### src/hw/arb_pkg.sv
`default_nettype none

package arb_pkg;

    // one cache line travels as a single word
    localparam int LINE_BITS = 128;

    // one enable bit per byte of the line
    localparam int SEL_BITS = LINE_BITS / 8;

    // line address, 4096 lines in the backing store
    localparam int ADDR_BITS = 12;

    // who holds the shared memory path
    // port 0 is the icache, port 1 the dcache
    typedef enum logic [1:0] {
        OWN_NONE = 2'd0,    // bus free
        OWN_P0   = 2'd1,    // icache owns
        OWN_P1   = 2'd2     // dcache owns
    } owner_e;

endpackage : arb_pkg

`default_nettype wire
### src/hw/mem_issue.sv
`timescale 1ns/10ps
`default_nettype none

module mem_issue (
    input  wire logic                          clk,
    input  wire logic                          i_reset,

    // request from the ownership stage
    input  wire logic                          i_req_stb,
    input  wire logic                          i_req_we,
    input  wire logic [arb_pkg::SEL_BITS-1:0]  i_req_sel,
    input  wire logic [arb_pkg::ADDR_BITS-1:0] i_req_adr,
    input  wire logic [arb_pkg::LINE_BITS-1:0] i_req_dat,

    // answer from the line memory
    input  wire logic                          i_mem_ack,
    input  wire logic [arb_pkg::LINE_BITS-1:0] i_mem_dat,

    output logic                               o_busy,
    output logic                               o_resp_ack,
    output logic      [arb_pkg::LINE_BITS-1:0] o_resp_dat,

    // memory side, fields stay put for the whole access
    output logic                               o_mem_stb,
    output logic                               o_mem_we,
    output logic      [arb_pkg::SEL_BITS-1:0]  o_mem_sel,
    output logic      [arb_pkg::ADDR_BITS-1:0] o_mem_adr,
    output logic      [arb_pkg::LINE_BITS-1:0] o_mem_dat
);

    typedef enum logic [1:0] {
        S_IDLE    = 2'd0,
        S_FLUSH   = 2'd1,   // write the line out
        S_FETCH   = 2'd2,   // read the line in
        S_RESPOND = 2'd3
    } state_e;

    state_e state;
    state_e next_state;

    logic accept;           // strobe taken this cycle
    logic fetch_done;       // read line arrives

    logic [arb_pkg::ADDR_BITS-1:0] adr_q;
    logic [arb_pkg::LINE_BITS-1:0] wr_dat_q;
    logic [arb_pkg::LINE_BITS-1:0] rd_dat_q;
    logic [arb_pkg::SEL_BITS-1:0]  sel_q;
    logic                          we_q;
    logic                          mem_stb_q;

    assign accept     = (state == S_IDLE) & i_req_stb;
    assign fetch_done = (state == S_FETCH) & i_mem_ack;

    always_comb begin
        next_state = state;
        case (state)
            S_IDLE: begin
                if (i_req_stb) begin
                    next_state = i_req_we ? S_FLUSH : S_FETCH;
                end
            end
            S_FLUSH: begin
                if (i_mem_ack) begin                           // write landed
                    next_state = S_RESPOND;
                end
            end
            S_FETCH: begin
                if (i_mem_ack) begin                           // line captured below
                    next_state = S_RESPOND;
                end
            end
            // one ack pulse, then back without looking at stb
            S_RESPOND: next_state = S_IDLE;
            default:   next_state = S_IDLE;
        endcase
    end

    always_ff @(posedge clk) begin
        if (i_reset) begin
            state     <= S_IDLE;
            mem_stb_q <= 1'b0;
        end else begin
            state     <= next_state;
            mem_stb_q <= accept;                               // first cycle of flush/fetch
        end
    end

    // address and data registers
    always_ff @(posedge clk) begin
        if (accept) begin
            we_q     <= i_req_we;
            sel_q    <= i_req_sel;
            adr_q    <= i_req_adr;
            wr_dat_q <= i_req_dat;
        end
        if (fetch_done) begin
            rd_dat_q <= i_mem_dat;
        end
    end

    assign o_busy     = (state != S_IDLE);
    assign o_resp_ack = (state == S_RESPOND);
    assign o_resp_dat = rd_dat_q;

    assign o_mem_stb = mem_stb_q;
    assign o_mem_we  = we_q;
    assign o_mem_sel = sel_q;
    assign o_mem_adr = adr_q;
    assign o_mem_dat = wr_dat_q;

endmodule : mem_issue

`default_nettype wire

### config.mk
export PLATFORM = sky130hd
export DESIGN_NAME = mem_issue
export DESIGN_NICKNAME = d
export VERILOG_FILES = /design/src/hw/arb_pkg.sv /design/src/hw/mem_issue.sv
export SDC_FILE = /design/constraint.sdc
export NUM_CORES = 1
export LEC_CHECK = 0
export BUFFER_PORTS_ARGS = -buffer_cell sky130_fd_sc_hd__clkbuf_2
export CAP_MARGIN = 20
export CORE_AREA = 2 2 226 228
export DETAILED_ROUTE_END_ITERATION = 8
export DIE_AREA = 0 0 228 230
export PLACE_DENSITY = 0.52
export SLEW_MARGIN = 15
export SYNTH_ARGS = -nofsm -noshare
export SYNTH_HDL_FRONTEND = slang
export SYNTH_SLANG_ARGS = --single-unit
### constraint.sdc
create_clock -name clk -period 4.7 [get_ports clk]
set_clock_uncertainty 0.05 [all_clocks]
set_input_delay 0.94 -clock clk [delete_from_list [all_inputs] [get_ports clk]]
set_output_delay 0.94 -clock clk [all_outputs]
set_load 0.05 [all_outputs]
# --- Yosys cells after proc, flatten, opt, wreduce, memory -nomap -nowiden ---
# Index checks and enable logic that the tools add are counted.
op_classes:
  n_eq_ne: 5
  mux: 4
  bitwise_logic: 2
  reduce_logical: 4
op_table:
  columns: ["op", "n"]
  rows:
  - ["two-way mux 2 bit", 3]
  - ["case mux 2 bit (3 select lines)", 1]
  - ["== test 2 bit, second input constant", 2]
  - ["bitwise AND 1 bit", 2]
  - ["== test 2 x 1 -> 1 bit, second input constant", 1]
  - ["logical NOT 2 bit", 1]
  - ["!= test 2 x 1 -> 1 bit, second input constant", 1]
  - ["!= test 2 bit, second input constant", 1]
  - ["AND reduction 2 bit", 1]
  - ["nonzero test 2 bit", 1]
  - ["OR reduction 2 bit", 1]
totals:
  regBits: 288
  output_inout_bits: 288

# --- Longest topological paths before layout ---
depth:
  depth_word: 4
  ltp_mapped: 5
  depth_no_buf: 5

# --- Least setup slack after synthesis ---
# OpenSTA, ideal clock, no wires.
synth_path:
  kind: "input -> register"
  start: "input i_req_stb"
  end: "register adr_q (netlist bit o_mem_adr[0]) (enable)"
  setup_time_ns: 0.535
  arrival_ns: 4.510
  t_required_ns: 4.115
  slack_ns: -0.395
  path_stages: 1
  n_path_buf: 0
  cell_sequence: "and2_1"
synth_between:
  elab_chain_len: 1
synth_rtl:
  columns: ["element", "line_no", "rtl"]
  rows:
  - ["from (decl)", "mem_issue.sv:9", "input wire logic i_req_stb,"]
  - ["bitwise AND 1 bit", "mem_issue.sv:51", "assign accept = (state == S_IDLE) & i_req_stb;"]
  - ["to (signal assigned)", "mem_issue.sv:93", "adr_q <= i_req_adr;"]
  - ["to (decl)", "mem_issue.sv:44", "logic [arb_pkg::ADDR_BITS-1:0] adr_q;"]
# Every way passes these cells.
# A chain may end at the register's enable or synchronous reset.

# --- Worst setup path after layout ---
layout_path:
  start: "register state[0]"
  end: "output o_busy"
layout_between:
  elab_chain_len: 1
layout_rtl:
  columns: ["element", "line_no", "rtl"]
  rows:
  - ["from (decl)", "mem_issue.sv:38", "state_e state;"]
  - ["from (signal assigned)", "mem_issue.sv:83", "state <= next_state;"]
  - ["nonzero test 2 bit", "mem_issue.sv:101", "assign o_busy = (state != S_IDLE);"]
  - ["to (decl)", "mem_issue.sv:19", "output logic o_busy,"]
# Every way passes these cells.

==> impl_metrics.json <==
{
  "outcome": "finished, final reports clean",
  "drcViolationCount": 0,
  "cts_tree": "yes",
  "crit_top_cell": "inv_1",
  "path_max_fanout": 3,
  "initial_core_util_pct": 17.57,
  "maxCapViolCount": 0,
  "grt_pass1_vias": 6036,
  "grt_pass1_wl_um": 42140,
  "rsz0062_at_grt": "no",
  "worstSetupPathType": "reg2out",
  "holdBufCountCts": 0,
  "period_minus_slack_ns": 2.522,
  "drt-initial-drc-count": 242,
  "gp_congestion": 0.8575,
  "slew_viol_final": 0,
  "p_per_area_nw_per_um2": 583.4,
  "hp-class": "reg2reg",
  "synth.distinct_cells": 14,
  "tns_ns": 0,
  "synthXorXnorAreaFrac_pct": 0,
  "critPathLaunchType": "register",
  "drive_above_1_share_pct": 66.60,
  "endpoint_kind": "primary output",
  "placed_cells": 1560,
  "root_buffer": "clkbuf_16",
  "peakVddDrop_mv": 0.3397,
  "final_common_cell": "clkbuf_2",
  "cts_sinks": 288,
  "ctsResizeCount": 0,
  "cpPeakStageDelay_ns": 0.36,
  "synth_top_family_by_area": "adder cells",
  "dr.pass1.iters": 4,
  "die_h_um": 230,
  "grt_start_max_net_pins": 74,
  "synthAdderAreaFrac_pct": 0.5713,
  "finalNonFillerCells": 1624,
  "grtUsageTotal_pct": 11.38,
  "final_cell_mix": "clkbuf_2, edfxtp_1, clkbuf_16, clkbuf_1, clkinv_2",
  "drt_wl_total_um": 30970,
  "cts_buffers": 34,
  "syn_area_um2": 8761,
  "period_share_pct": 53.67,
  "final_util_pct": 27.29,
  "finalSetupViolations": 0,
  "clk_latency_ns": 0.52,
  "hpwlAfterDp_um": 24860,
  "cp_cell_sequence": "inv_1, ha_1, inv_1, clkbuf_2",
  "io_buffers": 576,
  "routed-via-count": 5679,
  "fmax_mhz": 396.4,
  "synth_compound_area_share_pct": 0.3999,
  "postCtsSetupBuffers": 0,
  "yosys.area_share.simple_pct": 0.4142,
  "ant_nets": 0,
  "syn_area_per_cell_um2": 28.54,
  "dieArea_um2": 52440,
  "nNetsFinal": 1217,
  "leakagePower_nw": 5.684,
  "synth_nets": 600,
  "viasPerCell": 3.497,
  "hold_violations": 0,
  "ys_ff_latch": 288,
  "syn_inst": 307,
  "dieWidth_um": 228,
  "relSlewSlack_pct": 45.27,
  "syn2layout_area_growth_pct": 55.33,
  "ios": 577,
  "cp_slowest_cell": "dfxtp_1",
  "antenna_found_initial": 22,
  "seq_area_frac_synth_pct": 98.37,
  "wire_per_inst_um": 19.07,
  "clockBufferDepth": 3,
  "synthMuxAreaShare_pct": 0.1143,
  "tightest_slew_ns": 0.8210,
  "yosysWarningCount": 0,
  "core_um2": 49860,
  "h-tree-depth": 2,
  "fp-row-count": 82,
  "grt_overflow": 0,
  "arrival_ns": 1.53,
  "cp_data_required_time_ns": 3.71,
  "path_clk_slew_ns": 0.06
}
per-layer routing:
metal  wire, um  GRT usage [%]  vias up
met5        146              0        -
met3       3934          6.510       72
met4        857          3.615       26
met2      15830          20.30      406
li1           -              -     2496
met1      10200          11.07     2679
synth_stat cells:
library cell / number / share of area [%]
dfxtp_1: 3 / 0.69
edfxtp_1: 285 / 98
o2111ai_1: 1 / 0.10
a311oi_1: 1 / 0.10
and2_1: 1 / 0.071
mux2i_1: 1 / 0.11
and2_2: 1 / 0.086
a21oi_1: 2 / 0.11
a21o_1: 1 / 0.086
inv_1: 3 / 0.13
nor2b_1: 1 / 0.071
nand2_1: 1 / 0.043
ha_1: 4 / 0.57
nand2b_1: 2 / 0.14
power breakdown:
group / internal [mW] / total (mW) / switching, mW / leakage [nW]
clock network: 1.47 / 2.50 / 1.03 / 0.503
logic: 0.348 / 2.00 / 1.65 / 2.50
registers: 3.33 / 3.44 / 0.117 / 2.68
total: 5.15 / 7.94 / 2.79 / 5.68
critical path: cells and delay by family (launching register included):
family | cells | cell delay, ns
buf+inv | 3 | 0.42
fa+ha+maj | 1 | 0.23
flops | 1 | 0.36
through the flow:
| step | cell area [um2] | hold slack (ns) | worst slack [ns] | power (mW) |
|---|---|---|---|---|
| detailed placement | 12550 | 0.4921 | 2.023 | 5.540 |
| global route | 13600 | 0.5012 | 2.060 | 8.269 |
| CTS | 13590 | 0.4884 | 2.124 | 8.101 |
| finish | 13610 | 0.5094 | 2.178 | 7.939 |
| floorplan | 8762 | 0.4520 | 1.318 | 4.920 |
| global placement | 12550 | 0.4838 | 2.059 | 5.527 |
area by class of cell:
type,count,area (um2)
clock inverter,16,140.1
tap,672,840.8
multi-input combinational,16,135.1
timing repair buffer,581,2945
inverter,3,11.26
fill,5167,36250
clock buffer,42,902.1
antenna,6,15.01
sequential,288,8618
final timing paths:
| path | from | to | slack [ns] | depth (start not counted) |
|---|---|---|---|---|
| worst max-delay path | state[0] | o_busy | 2.18 | 4 |
| worst min-delay path | state[0] | state[0] | 0.51 | 2 |
| worst max register to register | state[0] | o_mem_dat[56] | 2.47 | 4 |
| worst min register to register | state[0] | state[0] | 0.51 | 2 |
flip-flops by register name, indices dropped and copies added (netlist names):
signal and cells:
o_mem_dat 128, o_resp_dat 128, o_mem_sel 16, o_mem_adr 12
state 2, o_mem_stb 1, o_mem_we 1
cells by family after synthesis:
group / Yosys count
compound gates: 5
fa+ha+maj: 4
buf+inv: 3
flops: 288
mux: 1
simple gates: 6
Note: power is estimated with default switching activity, not from simulation.
