## config.mk

```make
export PLATFORM = sky130hd
export DESIGN_NAME = arb_owner
export DESIGN_NICKNAME = d
export VERILOG_FILES = /design/src/hw/arb_pkg.sv /design/src/hw/arb_owner.sv
export SDC_FILE = /design/constraint.sdc
export NUM_CORES = 1
export LEC_CHECK = 0
export BUFFER_PORTS_ARGS = -buffer_cell sky130_fd_sc_hd__buf_2
export CAP_MARGIN = 30
export CORE_AREA = 2 2 336 338
export CTS_CLUSTER_DIAMETER = 30
export DETAILED_ROUTE_END_ITERATION = 16
export DIE_AREA = 0 0 338 340
export PLACE_DENSITY = 0.3
export SYNTH_ARGS = -nofsm -noshare
export SYNTH_HDL_FRONTEND = slang
export SYNTH_SLANG_ARGS = --single-unit
```

## constraint.sdc

```tcl
create_clock -name clk -period 1.84 [get_ports clk]
set_clock_uncertainty 0.05 [all_clocks]
set_input_delay 0.184 -clock clk [delete_from_list [all_inputs] [get_ports clk]]
set_output_delay 0.184 -clock clk [all_outputs]
set_load 0.02 [all_outputs]
```

## src/hw/arb_pkg.sv

```systemverilog
`default_nettype none

package arb_pkg;

    // one cache line travels as a single word
    localparam int LINE_BITS = 128;

    // one enable bit per byte of the line
    localparam int SEL_BITS = LINE_BITS / 8;

    // line address, 4096 lines in the backing store
    localparam int ADDR_BITS = 12;

    // who holds the shared memory path
    // port 0 is the icache, port 1 the dcache
    typedef enum logic [1:0] {
        OWN_NONE = 2'd0,    // bus free
        OWN_P0   = 2'd1,    // icache owns
        OWN_P1   = 2'd2     // dcache owns
    } owner_e;

endpackage : arb_pkg

`default_nettype wire
```

## src/hw/arb_owner.sv

```systemverilog
`timescale 1ns/10ps
`default_nettype none

module arb_owner (
    input  wire logic                          clk,
    input  wire logic                          i_reset,

    // port 0, instruction cache
    input  wire logic                          i_p0_cyc,
    input  wire logic                          i_p0_stb,
    input  wire logic                          i_p0_we,
    input  wire logic [arb_pkg::SEL_BITS-1:0]  i_p0_sel,
    input  wire logic [arb_pkg::ADDR_BITS-1:0] i_p0_adr,
    input  wire logic [arb_pkg::LINE_BITS-1:0] i_p0_dat,

    // port 1, data cache
    input  wire logic                          i_p1_cyc,
    input  wire logic                          i_p1_stb,
    input  wire logic                          i_p1_we,
    input  wire logic [arb_pkg::SEL_BITS-1:0]  i_p1_sel,
    input  wire logic [arb_pkg::ADDR_BITS-1:0] i_p1_adr,
    input  wire logic [arb_pkg::LINE_BITS-1:0] i_p1_dat,

    // response from the issue stage
    input  wire logic                          i_busy,
    input  wire logic                          i_resp_ack,
    input  wire logic [arb_pkg::LINE_BITS-1:0] i_resp_dat,

    // request of the current owner
    output logic                               o_req_stb,
    output logic                               o_req_we,
    output logic      [arb_pkg::SEL_BITS-1:0]  o_req_sel,
    output logic      [arb_pkg::ADDR_BITS-1:0] o_req_adr,
    output logic      [arb_pkg::LINE_BITS-1:0] o_req_dat,

    output logic                               o_p0_ack,
    output logic      [arb_pkg::LINE_BITS-1:0] o_p0_dat,
    output logic                               o_p0_rty,
    output logic                               o_p1_ack,
    output logic      [arb_pkg::LINE_BITS-1:0] o_p1_dat,
    output logic                               o_p1_rty
);

    arb_pkg::owner_e owner;
    arb_pkg::owner_e next_owner;

    // port 0 wins from idle, the owner keeps the bus while cyc or busy is up
    always_comb begin
        next_owner = owner;
        case (owner)
            arb_pkg::OWN_NONE: begin
                if (i_p0_cyc) begin
                    next_owner = arb_pkg::OWN_P0;
                end else if (i_p1_cyc) begin
                    next_owner = arb_pkg::OWN_P1;
                end
            end
            arb_pkg::OWN_P0: begin
                if (!i_p0_cyc && !i_busy) begin                // p0 lets go
                    next_owner = i_p1_cyc ? arb_pkg::OWN_P1 : arb_pkg::OWN_NONE;
                end
            end
            arb_pkg::OWN_P1: begin
                if (!i_p1_cyc && !i_busy) begin                // p1 lets go
                    next_owner = i_p0_cyc ? arb_pkg::OWN_P0 : arb_pkg::OWN_NONE;
                end
            end
            default: next_owner = arb_pkg::OWN_NONE;
        endcase
    end

    always_ff @(posedge clk) begin
        if (i_reset) begin
            owner <= arb_pkg::OWN_NONE;
        end else begin
            owner <= next_owner;
        end
    end

    // request mux on the registered owner
    always_comb begin
        o_req_stb = 1'b0;
        o_req_we  = 1'b0;
        o_req_sel = '0;
        o_req_adr = '0;
        o_req_dat = '0;
        case (owner)
            arb_pkg::OWN_P0: begin
                o_req_stb = i_p0_cyc & i_p0_stb;
                o_req_we  = i_p0_we;
                o_req_sel = i_p0_sel;
                o_req_adr = i_p0_adr;
                o_req_dat = i_p0_dat;
            end
            arb_pkg::OWN_P1: begin
                o_req_stb = i_p1_cyc & i_p1_stb;
                o_req_we  = i_p1_we;
                o_req_sel = i_p1_sel;
                o_req_adr = i_p1_adr;
                o_req_dat = i_p1_dat;
            end
            default: ;                                         // no owner, no request
        endcase
    end

    // response goes to the owner, rty to a port left waiting
    assign o_p0_ack = (owner == arb_pkg::OWN_P0) & i_resp_ack;
    assign o_p1_ack = (owner == arb_pkg::OWN_P1) & i_resp_ack;
    assign o_p0_dat = (owner == arb_pkg::OWN_P0) ? i_resp_dat : '0;
    assign o_p1_dat = (owner == arb_pkg::OWN_P1) ? i_resp_dat : '0;
    assign o_p0_rty = (owner == arb_pkg::OWN_P1) & i_p0_cyc;
    assign o_p1_rty = (owner == arb_pkg::OWN_P0) & i_p1_cyc;

endmodule : arb_owner

`default_nettype wire

```

* Word level (Yosys, flattened, before mapping)
Cells that the tools add are included.
** Cells by class
- $add $sub $neg :: 0
- Multiply operators :: 0
- Div/mod/pow operators :: 0
- Order comparisons :: 0
- Equality and inequality tests :: 5
- Shift-type cells :: 0
- Multiplexer cells :: 14
- Bitwise gates (word level) :: 6
- Reductions and logical operators :: 7
** Operators by type and width (number)
- 128-bit two-way mux :: 2
- 128-bit one-hot mux with 2 select lines :: 1
- 16-bit one-hot mux with 2 select lines :: 1
- 12-bit one-hot mux with 2 select lines :: 1
- 2-bit two-way mux :: 5
- 1-bit bitwise AND :: 6
- 2-bit one-hot mux with 3 select lines :: 1
- 2-bit != test (second input constant) :: 2
- 1-bit one-hot mux with 2 select lines :: 2
- 1-bit zero test :: 3
- 3-bit != test (second input constant) :: 1
- 3-bit AND reduction :: 1
- 2-bit by 1-bit equality test with 1-bit output (second input constant) :: 1
- 2-bit equality test (second input constant) :: 1
- 1-bit logical AND :: 2
- 2-bit zero test :: 1
- 1-bit two-way mux :: 1
** Storage, ports and cells
- Register bits after elaboration :: 2
- Bits in latches :: 0
- Memory bits (writable) :: 0
- Bits in read-only memories :: 0
- Bits of input ports :: 450
- Output and inout bits :: 418
- Memories kept :: 0

* Depth between registers and ports, before layout
Gate-level depths: netlist (run 1).
- Depth in word-level cells :: 4
- Gate-level depth with buffers :: 7
- Depth with buffers taken out :: 5

* Worst setup path before layout (run 1)
No wires, ideal clock.
- Path type :: flip-flop to output port
- From :: reg owner[0]
- To :: out o_req_dat[100] in the netlist's numbering
- Arrival time :: 1.606 ns
- Data required time :: 1.606 ns
- Slack :: 0.000 ns
- Stages on the path, launching flop included :: 6
- Path through :: dfxtp_1 inv_1 ha_1 clkbuf_1 clkbuf_1 nor2b_1
** Between the ends
- Word-level cells in the longest chain between the ends :: 2
- Elaborated cells between the ends (all ways) :: 3
- Classes of those cells :: eq/ne: 2; mux: 1
** Ends and longest elaborated chain
- from (decl) :: RTL line arb_owner.sv:44 : arb_pkg::owner_e owner;
- from (signal assigned) :: RTL line arb_owner.sv:74 : owner <= arb_pkg::OWN_NONE;
- from (signal assigned) :: RTL line arb_owner.sv:76 : owner <= next_owner;
- 2-bit equality test or 2-bit by 1-bit equality test with 1-bit output (tied branches) :: RTL line arb_owner.sv:87 : case (owner)
- 128-bit one-hot mux with 2 select lines (*) :: RTL line arb_owner.sv:87
- to (decl) :: RTL line arb_owner.sv:34 : output logic [arb_pkg::LINE_BITS-1:0] o_req_dat,
Mark *: on every way between the ends. The rest lies on a longest branch, timed or not.

* Final worst setup path (run 1)
- From :: reg owner[1]
- To :: out o_req_dat[4] in the netlist's numbering
The elaborated chain is that of the path after synthesis.

==> results.md, run 1 <==
- Max FFs per register: 2
- Util after Layout: 14.4%
- Iteration-0 DRC Markers: 384
- Final wirelength: 81.5 mm
- Layout cells sized above 1: between 80% and 90%
- Post-synthesis sequential area ratio: less than 1%
- Least-Margin Pin Slew: roughly 600 ps
- Setup crit end kind: output pin
- Main synth FF type: dfxtp_1
- Pre-antenna DRT Iters: 4
- Top reg by flops: owner
- Largest family of logic cells by synthesized area: simple AND/OR/NAND/NOR gates
- Via density: 2.96
- Routed Antenna Nets: 0
- CTS Buf Count: 3
- Initial antenna violation count: 33
- Cell count after synthesis: 679
- Worst hold path type: in2reg
- Synth Register Bits: 2
- Asr flop ratio synth: 0%
- Routed wl met3: ~5.2 mm
- Syn Area/Cell: 6.38 sq um
- Number of global-route vias before repair: around 9100
- CTS Buffer Depth: 2
- Compound-gate portion of the synthesized area: about 28%
- Setup slack after layout: -370 ps
- XOR/XNOR Fraction of Synth Area: 0%
- Maximum vdd ir drop: 0.408 mV
- Worst setup path start: owner[1]
- Yosys top cell area share: a little under two fifths
- Setup violations, final: slightly below 400
- Nets@finish: 2110
- Clock H-tree levels: 1
- Cell with the most instances after synthesis: and2_1
- GR Overflow Total: 0
- Top post-synthesis cells by count: and2_1 (259), a22oi_1 (157), nor2b_1 (157)
- Die Area: around 0.11 sq mm
- DR WL met2: 35.0 mm
- Die Wd: 338 microns
- Top-Level Pins: between 800 and 900
- Synthesized Nets: 1134
- Cell Pwr Density: between 1000 and 1500 mW/mm^2
- Post-synthesis adder-cell area fraction: under 10%
- Top cells by area, synth: and2_1 (37%), a22oi_1 (27%), nor2b_1 (23%)
- Setup_tns: -59960 ps
- Mux contribution to synthesized area: 0.462%
- Hold Slack: roughly 250 ps
- Max Used Layer: met5
- Hpwl dp: about 70 mm
- Synthesized area: roughly 0.0043 sq mm
- Post-Synth Simple-Gate Area: between 60% and 70%
- Period Utilization, post-route: 120%
- Global-route wire length before repair: 98.4 mm
- Worst Path Required: between 1500 and 2000 ps
- Die Y: ~340 microns
- Post-layout min period: about 2200 ps
- Core Region: roughly 0.11 sq mm
- Met1 WL: a little over 40 mm
- Routability Congestion: between 0.8 and 0.9
- Hold Buf Count CTS: 0
- Critical path type: reg2out
- Post-synthesis cell type count: 19
- Clock Sinks: 2
- Synth area leader: and2_1
- Failing checks: negative setup slack
- Number of flops mapped to enable cells by yosys: 0
- Core Rows: approximately 120
- Total GRT Usage: 13.2%
- Port buffer count: 867
- CTS tree: done
- P&R area growth vs syn: 270%
- Leakage power: 7.17 nW
- Post-route insts no fill: 3166
- Final slew viol count: 0
- Setup crit start kind: flip-flop
- Max-Cap Viols: 0
- Placed Cells: just over 3000
- Arr. time, crit path: 1980 ps
- Vias: 9359
- Max Freq: between 0.4 and 0.5 GHz
- Hold Crit Start: i_reset
- Final Hold Fails: 0
- Worst-path clk slew: approximately 30 ps
- Skew-Pair Late Insertion Delay: about 230 ps
- RSZ-0062 raised after global routing: true
- # DRC: 0
- Worst Path Max Fanout: 20
- Biggest regs: owner: 2 flops
- Initial Utilization: under 10%
- Root Buffer: clkbuf_16
- Synth Warn #: 0
- Slew margin rel.: 60.7%
- Status: finished with violations
- Largest net degree at the start of global routing: 34
- WL/cell: roughly 26 microns
- R2R Path Start: owner[1]
[final timing paths]
path	endpoint	slack (ps)	cells after the start
max	o_req_dat[4]	-370	9
min	owner[0]	250	3
max reg2reg	owner[1]	50	9
min reg2reg	owner[1]	600	3
[report_power, final]
part | internal [mW] | switching, mW
combinational | 8.19 | 8.19
sequential | 0.0597 | 0.0169
clock | 0.277 | 0.0567
total | 8.53 | 8.27
[repair_timing]
action                                  4_1_cts  5_1_grt
buffers inserted                             35       14
gates resized for setup                     514      251
endpoints found under the setup margin      373      416
gates cloned                                 22        8
pin swaps                                    45       41
[layer usage]
layer | track usage [%] | up-vias
li1 | - | 4278
met1 | 20.0 | 4498
met2 | 20.0 | 527
met3 | 2.22 | 42
met4 | 0.926 | 14
met5 | 0 | -
[metrics by stage]
stage / instance area [sq um] / setup WS, ps / total power, mW
2_1_floorplan: 4360 / 0.0981 / 4.98
3_3_place_gp: 12000 / -971 / 11.3
3_5_place_dp: 12000 / -974 / 11.2
4_1_cts: 15000 / -417 / 16.1
5_1_grt: 16000 / -418 / 17.7
6_report: 16000 / -370 / 16.8
[logic make-up (layout without fill, tap and decap cells)]
kind of cell / count (synthesis) / after routing
simple gates: 424 / 424
compound gates: 162 / 162
buf+inv: 84 / 1058
fa+ha+maj: 5 / 5
mux: 2 / 2
flops: 2 / 2
other cells: 0 / 13
[area by class of cell]
class                           count  area, sq um
Antenna cell                       13         32.5
Clock buffer                        3         75.1
Fill cell                       12900        95500
Inverter                            3         13.8
Multi-Input combinational cell    593         5300
Sequential cell                     2         42.5
Tap cell                         1500         1880
Timing Repair Buffer             1052         8700
[cell usage in the layout, fill, tap and decap left out, types with 32 or more instances in the layout]
master / Yosys / layout
a22oi_2: 0 / 139
and2_1: 259 / 191
and2_4: 0 / 68
buf_12: 0 / 80
buf_2: 24 / 636
buf_4: 0 / 132
buf_6: 0 / 151
nor2b_1: 157 / 78
nor2b_2: 0 / 32
nor2b_4: 0 / 47
[critical path, cell delays in order (launching register included)]
cell	delay (ps)
dfxtp_2	320
buf_4	150
ha_4	180
buf_12	160
buf_4	140
buf_12	150
a22oi_2	250
buf_4	180
nor2b_1	50
buf_4	160
Note: power is estimated with default switching activity, not from simulation.
==> run 2: changes to the inputs <==
--- a/constraint.sdc
+++ b/constraint.sdc
@@ -3,3 +3,3 @@
 set_input_delay 0.184 -clock clk [delete_from_list [all_inputs] [get_ports clk]]
 set_output_delay 0.184 -clock clk [all_outputs]
-set_load 0.02 [all_outputs]
+set_load 0.01 [all_outputs]
==> run 2 against run 1 <==
Compared with the run above: the run still ends with negative setup slack left; critical path depth decreased by 1; combinational power shrank 7%; worst hold slack worse by 22 ps; cell count down 0.16%; via count up 2.0%; largest power group unchanged.
==> results.md, run 2 (same netlist as run 1, synthesis figures left out) <==
- Cell Pwr Density: approximately 1000 mW/mm^2
- GRT met1 Usage: between 10% and 20%
- # DRC: 0
- Final Hold Fails: 0
- Met3 GRT Util: about 3.4%
- Most frequent cells in the layout: buf_2 (699), and2_1 (197), buf_6 (148)
- Total stage count of the critical path: 8
- Worst Path Max Fanout: 14
- Die Area: 0.115 sq mm
- Core Region: roughly 0.11 sq mm
- Max-Cap Viols: 0
- Failing checks: negative setup slack
- Crit-path cells: buf_4, ha_4, buf_12, buf_12, a22oi_2, buf_4, nor2b_1, buf_2
- Placed cell area: ~0.012 sq mm
- Final wirelength: approximately 85 mm
- Place WS: -262 ps
- Largest net degree at the start of global routing: 39
- Period Utilization, post-route: 110%
- Max FFs per register: 2
- Port buffer count: between 800 and 900
- Status: finished with violations
- Hold Slack: ~230 ps
- Core Rows: 123
- Via density: around 3.0
- Hold path depth: 3
- CTS Buffer Depth: 2
- Maximum vdd ir drop: approximately 0.52 mV
- Top reg by flops: owner
- Initial Utilization: 3.88%
- Leakage power: approximately 7.1 nW
- R2R Path Start: owner[0]
- Max Freq: ~0.50 GHz
- Total GRT Usage: between 10% and 20%
- CP top delay family: buffers and inverters
- Biggest regs: owner: 2 flops
- Slowest stage cell, crit path: dfxtp_2
- Pre-antenna DRT Iters: 4
- Setup crit end kind: output pin
- R2R depth: 9
- Routed Antenna Nets: 0
- Util after Layout: between 10% and 20%
- Vias: roughly 9500
- P&R area growth vs syn: 260%
- Worst setup path start: owner[0]
- Reg-to-Reg End: owner[0]
- Global-route wire length before repair: about 100 mm
- Design area: roughly 0.016 sq mm
- Worst hold path type: in2reg
- Worst Path Required: 1610 ps
- Met2 usage: approximately 21%
- Critical path type: reg2out
- Crit path buf inv count: 5
- Slew margin rel.: between 70 and 80%
- RSZ-0062 raised after global routing: true
- Critical path's largest stage delay: approximately 310 ps
- Placed Cells: between 3000 and 4000
- Final slew viol count: 0
- Routability Congestion: around 0.91
- Clock Sinks: 2
- Busiest grt layer: met2
- Skew-Pair Late Insertion Delay: approximately 220 ps
- GR Overflow Total: 0
- Nets@finish: between 2000 and 2500
- Initial antenna violation count: 42
- Post-layout min period: 2020 ps
- Worst-path clk slew: roughly 30 ps
- Layout cells sized above 1: 81.0%
- Least-Margin Pin Slew: approximately 340 ps
- WL/cell: 26.8 microns
- Arr. time, crit path: 1780 ps
- Top-Level Pins: a little under 900
- Hpwl dp: about 70 mm
- Iteration-0 DRC Markers: 344
- Most common cell after layout, fill and taps aside: buf_2
- Setup violations, final: 300
- Clock H-tree levels: 1
- Worst setup endpoint: o_req_dat[27]
- Post-route insts no fill: about 3200
- Number of global-route vias before repair: about 9200
- Hold Buf Count CTS: 0
- Root Buffer: clkbuf_16
- FF-to-FF setup slack: -30 ps
- Die Wd: roughly 340 microns
- CTS tree: done
- Setup slack after layout: -179 ps
- CTS Buf Count: 3
- Setup crit start kind: flip-flop
- Die Y: between 300 and 400 microns
==> run 2: changes by cell type in the layout (fill, tap and decap cells not counted), moves of 6 or more <==
cell	change
nor2b_4	+14
buf_12	-29
and2_1	+6
clkbuf_16	+11
and2_4	-6
nor2b_2	-11
a22oi_1	+9
buf_2	+63
a22oi_2	-9
buf_4	-37
==> run 2: area by class of cell <==
cell class,instances,area (sq um)
antenna,10,25.0
clock buffer,3,75.1
fill,12900,96000
inverter,3,13.8
multi-input combinational,593,5320
sequential,2,45.0
tap,1500,1880
timing repair buffer,1050,8230
==> run 2: per-stage QoR <==
stage / setup TNS [ps] / power [mW]
5_1_grt: -39870 / 16.5
4_1_cts: -23070 / 13.8
6_report: -19670 / 15.6
3_3_place_gp: -7970 / 9.65
2_1_floorplan: 0 / 3.92
3_5_place_dp: -8800 / 9.58
==> run 2: where the power goes <==
part	total, mW	switching (mW)	leakage (nW)	internal (mW)
clock network	0.323	0.0470	0.0370	0.276
logic	15.2	7.18	7.05	8.00
registers	0.0778	0.0161	0.0175	0.0617
total	15.6	7.24	7.10	8.34
==> run 2: worst register-to-register path: stages, from the launching register on <==
cell     delay (ps)
dfxtp_2         310
inv_2            70
ha_4            190
buf_12          170
buf_12          150
buf_12          110
buf_16          120
nor2_2           30
or4b_1          460
mux2i_1         140
==> run 2: how the worst min path moves through the flow <==
stage,endpoint,startpoint
after CTS,owner[0],i_reset
after global placement,owner[0],i_reset
final,owner[0],i_reset
after global routing,owner[0],i_reset
after detailed placement,owner[0],i_reset
after floorplan,owner[1],i_reset
==> run 2: layer usage <==
layer,share of wire (%),vias up
met5,0.17,-
met4,0.68,22
met3,8.1,62
met2,43,554
met1,48,4617
li1,-,4288
==> run 2: what timing repair did <==
| item | 4_1_cts | 5_1_grt |
|---|---|---|
| cloned | 22 | 20 |
| buffers inserted | 22 | 18 |
| endpoints found under the setup margin | 408 | 330 |
| resized for setup | 406 | 281 |
| pin swaps | 32 | 28 |
